<file path="config.mk">
export PLATFORM = sky130hd
export DESIGN_NAME = vec_unit
export DESIGN_NICKNAME = d
export VERILOG_FILES = /design/src/design/vec_cfg_pkg.sv /design/src/design/vec_isa_pkg.sv /design/src/design/vec_alu.sv /design/src/design/vec_dispatcher.sv /design/src/design/vec_lane.sv /design/src/design/vec_result_unit.sv /design/src/design/vec_unit.sv
export SDC_FILE = /design/constraint.sdc
export NUM_CORES = 2
export LEC_CHECK = 0
export ABC_AREA = 0
export BUFFER_PORTS_ARGS = -buffer_cell sky130_fd_sc_hd__buf_2
export CAP_MARGIN = 15
export CORE_MARGIN = 3
export CORE_UTILIZATION = 59
export DETAILED_ROUTE_END_ITERATION = 10
export PLACE_DENSITY = 0.75
export SYNTH_ARGS = -nofsm -noshare
export SYNTH_HDL_FRONTEND = slang
export SYNTH_HIERARCHICAL = 1
export SYNTH_SLANG_ARGS = --single-unit
</file>
<file path="constraint.sdc">
create_clock -name clk_i -period 16 [get_ports clk_i]
set_input_delay 2.4 -clock clk_i [delete_from_list [all_inputs] [get_ports clk_i]]
set_output_delay 2.4 -clock clk_i [all_outputs]
set_load 0.02 [all_outputs]
</file>
<file path="src/design/vec_cfg_pkg.sv">
package vec_cfg_pkg;

  ////////////////////
  // Vector sizes
  ////////////////////

  // Element width in bits
  localparam int unsigned ELEN = 32;
  // Elements per vector register
  localparam int unsigned VLMAX = 8;
  localparam int unsigned NR_VREGS = 8;
  localparam int unsigned VREG_IDX_W = 3;
  // Holds 0 to VLMAX inclusive
  localparam int unsigned VL_W = 4;

  ////////////////////
  // Response queue
  ////////////////////

  localparam int unsigned RESP_FIFO_DEPTH = 2;
  localparam int unsigned RESP_PTR_W = (RESP_FIFO_DEPTH > 1) ? $clog2(RESP_FIFO_DEPTH) : 1;
  localparam int unsigned RESP_CNT_W = $clog2(RESP_FIFO_DEPTH + 1);

  // Common word types
  typedef logic [ELEN-1:0] elem_t;
  typedef logic [VL_W-1:0] vl_t;
  typedef logic [VREG_IDX_W-1:0] vreg_idx_t;
  typedef logic [RESP_PTR_W-1:0] resp_ptr_t;
  typedef logic [RESP_CNT_W-1:0] resp_cnt_t;

endpackage

</file>
<file path="src/design/vec_isa_pkg.sv">
package vec_isa_pkg;

  typedef enum logic [1:0] {
    KIND_SETVL  = 2'd0,
    KIND_ARITH  = 2'd1,
    KIND_REDSUM = 2'd2,
    KIND_MOVX   = 2'd3
  } insn_kind_e;

  typedef enum logic [2:0] {
    OP_ADD = 3'd0,
    OP_SUB = 3'd1,
    OP_AND = 3'd2,
    OP_OR  = 3'd3,
    OP_XOR = 3'd4,
    OP_MV  = 3'd5
  } alu_op_e;

  ////////////////////
  // Instruction word
  ////////////////////

  // Kind sits in the top two bits of both views
  typedef struct packed {
    insn_kind_e             kind;
    alu_op_e                op;
    vec_cfg_pkg::vreg_idx_t vd;
    vec_cfg_pkg::vreg_idx_t vs1;
    vec_cfg_pkg::vreg_idx_t vs2;
    logic                   scalar_op;
    logic [16:0]            pad;
  } insn_arith_t;

  typedef struct packed {
    insn_kind_e  kind;
    logic [4:0]  avl;
    logic [24:0] pad;
  } insn_cfg_t;

  typedef union packed {
    insn_arith_t arith;
    insn_cfg_t   cfg;
  } vec_insn_u;

  ////////////////////
  // Channels
  ////////////////////

  typedef struct packed {
    vec_insn_u          insn;
    vec_cfg_pkg::elem_t rs1;
  } acc_req_t;

  // Dispatcher to lane
  typedef struct packed {
    insn_kind_e             kind;
    alu_op_e                op;
    vec_cfg_pkg::vreg_idx_t vd;
    vec_cfg_pkg::vreg_idx_t vs1;
    vec_cfg_pkg::vreg_idx_t vs2;
    logic                   scalar_op;
    vec_cfg_pkg::elem_t     scalar;
    vec_cfg_pkg::vl_t       vl;
  } vec_issue_t;

  // Lane to result unit, one beat per element
  typedef struct packed {
    insn_kind_e         kind;
    vec_cfg_pkg::elem_t data;
    logic               last;
  } elem_res_t;

  typedef struct packed {
    insn_kind_e         kind;
    vec_cfg_pkg::elem_t data;
  } acc_resp_t;

endpackage

</file>
<file path="src/design/vec_alu.sv">
module vec_alu (
  input  vec_isa_pkg::alu_op_e op_i,
  // a is the vs2 element, b the vs1 element or scalar
  input  vec_cfg_pkg::elem_t   a_i,
  input  vec_cfg_pkg::elem_t   b_i,
  output vec_cfg_pkg::elem_t   res_o
);

  always_comb begin
    case (op_i)
      vec_isa_pkg::OP_ADD: begin
        res_o = a_i + b_i;
      end
      vec_isa_pkg::OP_SUB: begin
        res_o = a_i - b_i;
      end
      vec_isa_pkg::OP_AND: begin
        res_o = a_i & b_i;
      end
      vec_isa_pkg::OP_OR: begin
        res_o = a_i | b_i;
      end
      vec_isa_pkg::OP_XOR: begin
        res_o = a_i ^ b_i;
      end
      // Splat or copy
      vec_isa_pkg::OP_MV: begin
        res_o = b_i;
      end
      default: begin
        res_o = '0;
      end
    endcase
  end

endmodule

</file>
<file path="src/design/vec_dispatcher.sv">
module vec_dispatcher (
  input  logic                    clk_i,
  input  logic                    rst_n_i,
  // Host request channel
  input  vec_isa_pkg::acc_req_t   acc_req_i,
  input  logic                    acc_req_valid_i,
  output logic                    acc_req_ready_o,
  // Issue channel to the lane
  output vec_isa_pkg::vec_issue_t issue_o,
  output logic                    issue_valid_o,
  input  logic                    issue_ready_i
);

  vec_cfg_pkg::vl_t        vl_q;
  vec_cfg_pkg::vl_t        new_vl;
  vec_isa_pkg::vec_issue_t issue_d;
  vec_isa_pkg::vec_issue_t issue_q;
  logic                    issue_valid_q;
  logic                    req_hs;

  // Take a new request when the issue slot frees up this cycle
  assign acc_req_ready_o = !issue_valid_q || issue_ready_i;
  assign req_hs          = acc_req_valid_i && acc_req_ready_o;

  ////////////////////
  // Decode
  ////////////////////

  always_comb begin
    vec_isa_pkg::insn_arith_t arith;
    vec_isa_pkg::insn_cfg_t   cfg;

    arith = acc_req_i.insn.arith;
    cfg   = acc_req_i.insn.cfg;

    // Clamp requested length
    if (cfg.avl > vec_cfg_pkg::VLMAX) begin
      new_vl = vec_cfg_pkg::vl_t'(vec_cfg_pkg::VLMAX);
    end else begin
      new_vl = vec_cfg_pkg::vl_t'(cfg.avl);
    end

    issue_d        = '0;
    issue_d.kind   = arith.kind;
    issue_d.scalar = acc_req_i.rs1;
    issue_d.vl     = vl_q;
    if (arith.kind == vec_isa_pkg::KIND_SETVL) begin
      issue_d.vl = new_vl;
    end else begin
      issue_d.op        = arith.op;
      issue_d.vd        = arith.vd;
      issue_d.vs1       = arith.vs1;
      issue_d.vs2       = arith.vs2;
      issue_d.scalar_op = arith.scalar_op;
    end
  end

  always_ff @(posedge clk_i or negedge rst_n_i) begin
    if (!rst_n_i) begin
      vl_q          <= vec_cfg_pkg::vl_t'(vec_cfg_pkg::VLMAX);
      issue_valid_q <= 1'b0;
    end else begin
      if (req_hs) begin
        issue_valid_q <= 1'b1;
      end else if (issue_ready_i) begin
        issue_valid_q <= 1'b0;
      end
      if (req_hs && issue_d.kind == vec_isa_pkg::KIND_SETVL) begin
        vl_q <= new_vl;
      end
    end
  end

  always_ff @(posedge clk_i) begin
    if (req_hs) begin
      issue_q <= issue_d;
    end
  end

  assign issue_o       = issue_q;
  assign issue_valid_o = issue_valid_q;

  // Stalled issue holds its value
  assert property (@(posedge clk_i) disable iff (!rst_n_i)
    issue_valid_o && !issue_ready_i |=> issue_valid_o && $stable(issue_o));

endmodule

</file>
<file path="src/design/vec_lane.sv">
module vec_lane (
  input  logic                    clk_i,
  input  logic                    rst_n_i,
  // Issue channel from the dispatcher
  input  vec_isa_pkg::vec_issue_t issue_i,
  input  logic                    issue_valid_i,
  output logic                    issue_ready_o,
  // Element channel to the result unit
  output vec_isa_pkg::elem_res_t  elem_o,
  output logic                    elem_valid_o,
  input  logic                    elem_ready_i
);

  typedef struct packed {
    vec_cfg_pkg::vreg_idx_t vd;
    vec_cfg_pkg::vl_t       idx;
    vec_cfg_pkg::elem_t     data;
  } wb_t;

  vec_cfg_pkg::elem_t [vec_cfg_pkg::NR_VREGS-1:0][vec_cfg_pkg::VLMAX-1:0] vrf_q;

  vec_isa_pkg::vec_issue_t cur_q;
  logic                    busy_q;
  vec_cfg_pkg::vl_t        idx_q;
  wb_t                     wb_q;
  logic                    wb_valid_q;

  vec_cfg_pkg::elem_t   vs1_elem;
  vec_cfg_pkg::elem_t   vs2_elem;
  vec_cfg_pkg::elem_t   alu_a;
  vec_cfg_pkg::elem_t   alu_b;
  vec_cfg_pkg::elem_t   alu_res;
  vec_isa_pkg::alu_op_e alu_op;
  logic                 in_range;
  logic                 last;
  logic                 reads_vs1;
  logic                 reads_vs2;
  logic                 hazard;
  logic                 advance;
  logic                 wr_en;

  ////////////////////
  // Stage one
  ////////////////////

  assign vs1_elem = vrf_q[cur_q.vs1][idx_q];
  assign vs2_elem = vrf_q[cur_q.vs2][idx_q];
  assign in_range = idx_q < cur_q.vl;
  // SETVL and empty vl give a single beat
  assign last = (cur_q.kind == vec_isa_pkg::KIND_SETVL) || (cur_q.vl == '0) ||
                (idx_q == cur_q.vl - 1'b1);

  assign reads_vs2 = cur_q.kind != vec_isa_pkg::KIND_SETVL;
  assign reads_vs1 = (cur_q.kind == vec_isa_pkg::KIND_ARITH) && !cur_q.scalar_op;

  // Any write-back seen at element 0 comes from the previous instruction
  assign hazard = wb_valid_q && (idx_q == '0) &&
                  ((reads_vs2 && cur_q.vs2 == wb_q.vd) || (reads_vs1 && cur_q.vs1 == wb_q.vd));

  assign elem_valid_o  = busy_q && !hazard;
  assign advance       = elem_valid_o && elem_ready_i;
  assign issue_ready_o = !busy_q || (advance && last);
  // Tail stays undisturbed
  assign wr_en = advance && (cur_q.kind == vec_isa_pkg::KIND_ARITH) && in_range;

  always_comb begin
    alu_op = vec_isa_pkg::OP_ADD;
    alu_a  = in_range ? vs2_elem : '0;
    alu_b  = '0;
    if (cur_q.kind == vec_isa_pkg::KIND_ARITH) begin
      alu_op = cur_q.op;
      alu_b  = cur_q.scalar_op ? cur_q.scalar : vs1_elem;
    end else if (idx_q == '0) begin
      // Reduction seed
      alu_b = cur_q.scalar;
    end
  end

  vec_alu i_alu (
    .op_i  (alu_op ),
    .a_i   (alu_a  ),
    .b_i   (alu_b  ),
    .res_o (alu_res)
  );

  always_comb begin
    elem_o.kind = cur_q.kind;
    elem_o.last = last;
    case (cur_q.kind)
      vec_isa_pkg::KIND_SETVL: elem_o.data = vec_cfg_pkg::elem_t'(cur_q.vl);
      vec_isa_pkg::KIND_MOVX:  elem_o.data = vrf_q[cur_q.vs2][0];
      default:                 elem_o.data = alu_res;
    endcase
  end

  always_ff @(posedge clk_i or negedge rst_n_i) begin
    if (!rst_n_i) begin
      busy_q <= 1'b0;
      idx_q  <= '0;
    end else if (issue_valid_i && issue_ready_o) begin
      busy_q <= 1'b1;
      idx_q  <= '0;
    end else if (advance) begin
      if (last) begin
        busy_q <= 1'b0;
      end else begin
        idx_q <= idx_q + 1'b1;
      end
    end
  end

  always_ff @(posedge clk_i) begin
    if (issue_valid_i && issue_ready_o) begin
      cur_q <= issue_i;
    end
  end

  ////////////////////
  // Stage two
  ////////////////////

  always_ff @(posedge clk_i or negedge rst_n_i) begin
    if (!rst_n_i) begin
      wb_valid_q <= 1'b0;
    end else begin
      wb_valid_q <= wr_en;
    end
  end

  always_ff @(posedge clk_i) begin
    if (wr_en) begin
      wb_q <= '{vd: cur_q.vd, idx: idx_q, data: alu_res};
    end
  end

  always_ff @(posedge clk_i or negedge rst_n_i) begin
    if (!rst_n_i) begin
      vrf_q <= '0;
    end else if (wb_valid_q) begin
      vrf_q[wb_q.vd][wb_q.idx] <= wb_q.data;
    end
  end

  // Write-back index lies below the vl of its instruction
  assert property (@(posedge clk_i) disable iff (!rst_n_i)
    wb_valid_q |-> wb_q.idx < $past(cur_q.vl));

endmodule

</file>
<file path="src/design/vec_result_unit.sv">
module vec_result_unit (
  input  logic                   clk_i,
  input  logic                   rst_n_i,
  input  vec_isa_pkg::elem_res_t elem_i,
  input  logic                   elem_valid_i,
  output logic                   elem_ready_o,
  output vec_isa_pkg::acc_resp_t acc_resp_o,
  output logic                   acc_resp_valid_o,
  input  logic                   acc_resp_ready_i
);

  vec_cfg_pkg::elem_t     acc_q;
  vec_cfg_pkg::elem_t     elem0_q;
  vec_cfg_pkg::elem_t     red_sum;
  vec_cfg_pkg::elem_t     elem0;
  logic                   first_q;
  logic                   elem_hs;
  vec_isa_pkg::acc_resp_t resp_d;
  vec_isa_pkg::acc_resp_t pend_q;
  logic                   pend_valid_q;

  vec_isa_pkg::acc_resp_t fifo_q [vec_cfg_pkg::RESP_FIFO_DEPTH];
  vec_cfg_pkg::resp_ptr_t wr_ptr_q;
  vec_cfg_pkg::resp_ptr_t rd_ptr_q;
  vec_cfg_pkg::resp_cnt_t cnt_q;
  logic                   push;
  logic                   pop;

  function automatic vec_cfg_pkg::resp_ptr_t ptr_next(input vec_cfg_pkg::resp_ptr_t ptr);
    if (ptr == vec_cfg_pkg::resp_ptr_t'(vec_cfg_pkg::RESP_FIFO_DEPTH - 1)) begin
      return '0;
    end
    return ptr + 1'b1;
  endfunction

  // Room is reserved for a response still in the pending slot
  assign elem_ready_o = (cnt_q + pend_valid_q) < vec_cfg_pkg::RESP_FIFO_DEPTH;
  assign elem_hs      = elem_valid_i && elem_ready_o;

  ////////////////////
  // Response forming
  ////////////////////

  always_comb begin
    // First beat of a reduction already carries rs1
    red_sum     = (first_q ? '0 : acc_q) + elem_i.data;
    elem0       = first_q ? elem_i.data : elem0_q;
    resp_d.kind = elem_i.kind;
    case (elem_i.kind)
      vec_isa_pkg::KIND_SETVL:  resp_d.data = elem_i.data;
      vec_isa_pkg::KIND_REDSUM: resp_d.data = red_sum;
      vec_isa_pkg::KIND_MOVX:   resp_d.data = elem0;
      default:                  resp_d.data = '0;
    endcase
  end

  always_ff @(posedge clk_i or negedge rst_n_i) begin
    if (!rst_n_i) begin
      first_q      <= 1'b1;
      acc_q        <= '0;
      elem0_q      <= '0;
      pend_valid_q <= 1'b0;
    end else begin
      pend_valid_q <= elem_hs && elem_i.last;
      if (elem_hs) begin
        first_q <= elem_i.last;
        acc_q   <= red_sum;
        elem0_q <= elem0;
      end
    end
  end

  always_ff @(posedge clk_i) begin
    if (elem_hs && elem_i.last) begin
      pend_q <= resp_d;
    end
  end

  ////////////////////
  // Response FIFO
  ////////////////////

  assign push             = pend_valid_q;
  assign pop              = acc_resp_valid_o && acc_resp_ready_i;
  assign acc_resp_valid_o = cnt_q != '0;
  assign acc_resp_o       = fifo_q[rd_ptr_q];

  always_ff @(posedge clk_i or negedge rst_n_i) begin
    if (!rst_n_i) begin
      wr_ptr_q <= '0;
      rd_ptr_q <= '0;
      cnt_q    <= '0;
    end else begin
      if (push) begin
        wr_ptr_q <= ptr_next(wr_ptr_q);
      end
      if (pop) begin
        rd_ptr_q <= ptr_next(rd_ptr_q);
      end
      cnt_q <= cnt_q + vec_cfg_pkg::resp_cnt_t'(push) - vec_cfg_pkg::resp_cnt_t'(pop);
    end
  end

  always_ff @(posedge clk_i) begin
    if (push) begin
      fifo_q[wr_ptr_q] <= pend_q;
    end
  end

  // Pending response always finds a free entry
  assert property (@(posedge clk_i) disable iff (!rst_n_i)
    push |-> cnt_q < vec_cfg_pkg::RESP_FIFO_DEPTH);

endmodule

</file>
<file path="src/design/vec_unit.sv">
module vec_unit (
  input  logic                   clk_i,
  input  logic                   rst_n_i,
  // Host interface
  input  vec_isa_pkg::acc_req_t  acc_req_i,
  input  logic                   acc_req_valid_i,
  output logic                   acc_req_ready_o,
  output vec_isa_pkg::acc_resp_t acc_resp_o,
  output logic                   acc_resp_valid_o,
  input  logic                   acc_resp_ready_i
);

  ////////////////////
  // Dispatcher
  ////////////////////

  vec_isa_pkg::vec_issue_t issue;
  logic                    issue_valid;
  logic                    issue_ready;

  vec_dispatcher i_dispatcher (
    .clk_i           (clk_i          ),
    .rst_n_i         (rst_n_i        ),
    .acc_req_i       (acc_req_i      ),
    .acc_req_valid_i (acc_req_valid_i),
    .acc_req_ready_o (acc_req_ready_o),
    .issue_o         (issue          ),
    .issue_valid_o   (issue_valid    ),
    .issue_ready_i   (issue_ready    )
  );

  ////////////////////
  // Lane
  ////////////////////

  vec_isa_pkg::elem_res_t elem;
  logic                   elem_valid;
  logic                   elem_ready;

  vec_lane i_lane (
    .clk_i         (clk_i      ),
    .rst_n_i       (rst_n_i    ),
    .issue_i       (issue      ),
    .issue_valid_i (issue_valid),
    .issue_ready_o (issue_ready),
    .elem_o        (elem       ),
    .elem_valid_o  (elem_valid ),
    .elem_ready_i  (elem_ready )
  );

  // Result unit
  vec_result_unit i_result_unit (
    .clk_i            (clk_i           ),
    .rst_n_i          (rst_n_i         ),
    .elem_i           (elem            ),
    .elem_valid_i     (elem_valid      ),
    .elem_ready_o     (elem_ready      ),
    .acc_resp_o       (acc_resp_o      ),
    .acc_resp_valid_o (acc_resp_valid_o),
    .acc_resp_ready_i (acc_resp_ready_i)
  );

endmodule

</file>
==> impl_results.rst <==
.. list-table::
   :header-rows: 1

   * - Metric
     - Value
   * - Outcome
     - finished clean
   * - Leakage power figure
     - 0.0634 uW
   * - Placeable core region
     - 215000 um^2
   * - Die area
     - 223000 um^2
   * - Ratio of routed vias to standard cells
     - 7.36
   * - Final core area utilization
     - 64.6%
   * - Critical path buffer and inverter count
     - 3
   * - Transition time of the tightest slew-check pin
     - 1280 ps
   * - Areal power density over the cells
     - 166 nW/um^2
   * - Most common library cells after synthesis
     - 2127 x dfrtp_1, 2020 x mux2_2, 998 x mux4_2
   * - Clock transition at the registers of the reported paths
     - 60 ps
   * - Post-route non-filler standard cell count
     - 11500
   * - Arrival @ worst endpoint
     - 11290 ps
   * - CTS Hold Bufs
     - 0
   * - Proportion of synthesized flip-flops having asynchronous set or reset
     - 89.8%
   * - Dpl cell area
     - 131000 um^2
   * - Post-Syn Nets
     - 8989
   * - Iteration-0 DRC Markers
     - 10200
   * - Total global-route track usage
     - 36.6%
   * - Post-detailed-placement half-perimeter wirelength
     - 241 mm
   * - Post-Route M1 WL
     - 154 mm
   * - Worst hold margin
     - 419 ps
   * - Period utilization
     - 66.8%
   * - Max H-tree Level
     - 4
   * - Ranking of synthesized cells by area
     - dfrtp_1 42%, mux2_2 18%, mux4_2 18%
   * - Highest metal layer with signal wires
     - met5
   * - Antenna violations before repair
     - 15
   * - Final hold viol count
     - 0
   * - Normalized max-slew margin
     - 13.9%
   * - Drt drc
     - 0
   * - Layout cell share with drive strength beyond 1
     - 44.4%
   * - Metal2 WL
     - 180 mm
   * - Routed wire length on met3
     - 49.7 mm
   * - Cell accounting for the most synthesized area
     - dfrtp_1
   * - Maximum fanout along the worst path
     - 80
   * - Number of standard-cell rows in the floorplan
     - 170
   * - RePlAce Congestion
     - 0.950
   * - Setup TNS after final layout
     - 0 ps
   * - Post-route cell area
     - 139000 um^2
   * - 1st-pass router iterations
     - 6
   * - Number of input and output port buffers inserted
     - 86
   * - Setup Buffers After CTS
     - 0
   * - Min-Delay Path Class
     - reg -> reg
   * - Via count of the first global-routing pass
     - 86000
   * - RSZ-0062 raised after global routing
     - no
   * - Final setup violation count
     - 0
   * - Cell type of the slowest stage on the worst timing path
     - buf_4
   * - Max-Cap Viols
     - 0
   * - Wire length of the first global-routing pass
     - 595 mm
   * - Sequential fraction of the synthesis area
     - 47.3%
   * - Primary FF master, synth
     - dfrtp_1
   * - Total congestion overflow
     - 0
   * - Fin. max-slew vios
     - 0
   * - TritonCTS clock tree
     - yes
   * - Post-synthesis register bit count
     - 2372
   * - Setup clock skew after layout
     - 60.9 ps
   * - Clk sinks
     - 2372
   * - Count of nets after finishing
     - 8676
   * - Library cells used by synthesis
     - 100
   * - Final critical delay including setup and external delays
     - 10690 ps
   * - Clk_lat worst skew
     - 920 ps
   * - Cell at the root of the clock tree
     - clkbuf_16
   * - Number of cells after detailed placement
     - 11100
   * - EDFF count, synth
     - 243
   * - P&R area growth vs syn
     - 8.61%
   * - Via count of the routed design
     - 84800
   * - Buffer levels on the longest clock path
     - 3
   * - Post-detailed-route count of antenna-violating nets
     - 0
   * - Number of warnings printed during yosys synthesis
     - 6
   * - Endpoint kind of the worst setup timing path
     - flop
   * - Width of the die
     - 472 um
   * - Cell type with the highest occurrence count on the critical path
     - a21oi_1
   * - Initial Util
     - 59.5%
   * - Most instantiated library cell after synthesis
     - dfrtp_1
   * - Number of CTS-inserted buffers
     - 239
   * - Maximum cell stage delay along the critical path
     - 850 ps
   * - Resized cells post-CTS
     - 0
   * - Fmax achieved
     - 0.0935 GHz
   * - Top cell family by delay on the critical path
     - compound AO/OA/AOI/OAI gates
   * - Maximum VDD drop
     - 133 uV
   * - CP required
     - 16600 ps
   * - Overall routed net length
     - 408 mm
   * - Wire length per cell after detailed routing
     - 35.5 um
   * - Area of the mapped netlist
     - 128000 um^2
   * - Top-area cell type share of the netlist area
     - 41.6%
   * - Die Height
     - 472 um
   * - Worst Path Class, Setup
     - reg -> reg
   * - Syn Inst Count
     - 8779
   * - Count of pins on the block boundary
     - 104
   * - Pin count of the biggest net entering global routing
     - 190
   * - Per-instance average area after synthesis
     - 14.6 um^2
   * - Worst Setup Start Kind
     - flop
==> metrics by stage <==
| step | total power (uW) | setup WS, ps |
|---|---|---|
| detailed placement | 17100 | 5620 |
| global route | 24000 | 4840 |
| finish | 23100 | 5310 |
| global placement | 16900 | 5670 |
| CTS | 23000 | 5530 |
| floorplan | 14100 | 8290 |
==> cells in the final DEF (no fill, tap or decap), types with 60 or more instances in the layout <==
cell	netlist	routed
a21oi_1	154	154
a22o_1	74	74
a22oi_1	185	185
a31oi_1	109	109
buf_2	175	85
buf_4	28	223
clkbuf_1	467	64
clkbuf_16	0	241
dfrtp_1	2127	2124
edfxtp_1	243	243
ha_1	140	140
inv_1	99	98
mux2_1	167	167
mux2_2	2020	2020
mux2i_1	352	352
mux4_2	998	998
nand2_1	230	194
nor2_1	143	119
nor2b_1	75	67
o211ai_1	85	85
o21ai_0	125	124
xnor2_1	60	60
==> state kept, by name (all words and copies together) (netlist names), 2 cells and up <==
register	cells
i_result_unit/fifo_q	68
i_lane/vrf_q	2048
i_result_unit/acc_q	32
i_result_unit/pend_q	34
i_lane/wb_q	39
i_result_unit/elem0_q	32
i_lane/idx_q	4
i_lane/cur_q	49
i_dispatcher/vl_q	4
i_result_unit/cnt_q	2
i_lane/elem_o	2
i_dispatcher/issue_o	51
==> routing by layer <==
metal | up-vias | GRT usage (%)
met5 | - | 0.909
met4 | 12 | 18.5
met3 | 1329 | 12.0
met2 | 5188 | 53.6
met1 | 45000 | 49.2
li1 | 33300 | -
==> report_power, final <==
group	leakage (uW)	switching [uW]	total, uW	internal, uW
Sequential	0.0318	722	7940	7210
Clock	0.00405	2460	5860	3400
Combinational	0.0276	5870	9350	3480
Total	0.0634	9060	23100	14100
==> worst paths after layout <==
path,start,to,slack [ps],depth (start not counted)
max,i_lane/cur_q[40],i_result_unit/pend_q[31],5310,31
min,i_dispatcher/issue_o[9],i_lane/cur_q[9],420,0
max reg2reg,i_lane/cur_q[40],i_result_unit/pend_q[31],5310,31
min reg2reg,i_dispatcher/issue_o[9],i_lane/cur_q[9],420,0
max in group asynchronous,rst_n_i,i_lane/vrf_q[1789],11220,4
min in group asynchronous,rst_n_i,i_lane/vrf_q[1386],1530,1
==> worst register-to-register path, delay by kind of cell, from the launching register on <==
| kind | cells | cell delay (ps) |
|---|---|---|
| flops | 1 | 380 |
| fa+ha+maj | 2 | 870 |
| buf+inv | 3 | 2100 |
| compound gates | 14 | 3840 |
| mux | 2 | 1110 |
| simple gates | 8 | 1840 |
| xor+xnor | 2 | 300 |
==> layout make-up <==
| class | count | area, um^2 |
|---|---|---|
| Fill cell | 15200 | 76200 |
| Multi-Input combinational cell | 5422 | 63700 |
| Sequential cell | 2372 | 60600 |
| Clock buffer | 363 | 7070 |
| Tap cell | 2838 | 3550 |
| Timing Repair Buffer | 330 | 2530 |
| Clock inverter | 86 | 1220 |
| Inverter | 101 | 388 |
| Antenna cell | 6 | 15.0 |
==> kinds of logic after synthesis <==
family,after synthesis,synth area share [%]
buffers and inverters,985,3.23
multiplexers,3540,39.6
flip-flops,2372,47.3
AND/OR/NAND/NOR,671,2.58
XOR/XNOR,101,0.708
adder cells (fa/ha/maj),142,1.40
AO/OA/AOI/OAI,968,5.20
No activity file was read; power rests on OpenSTA's default activity.
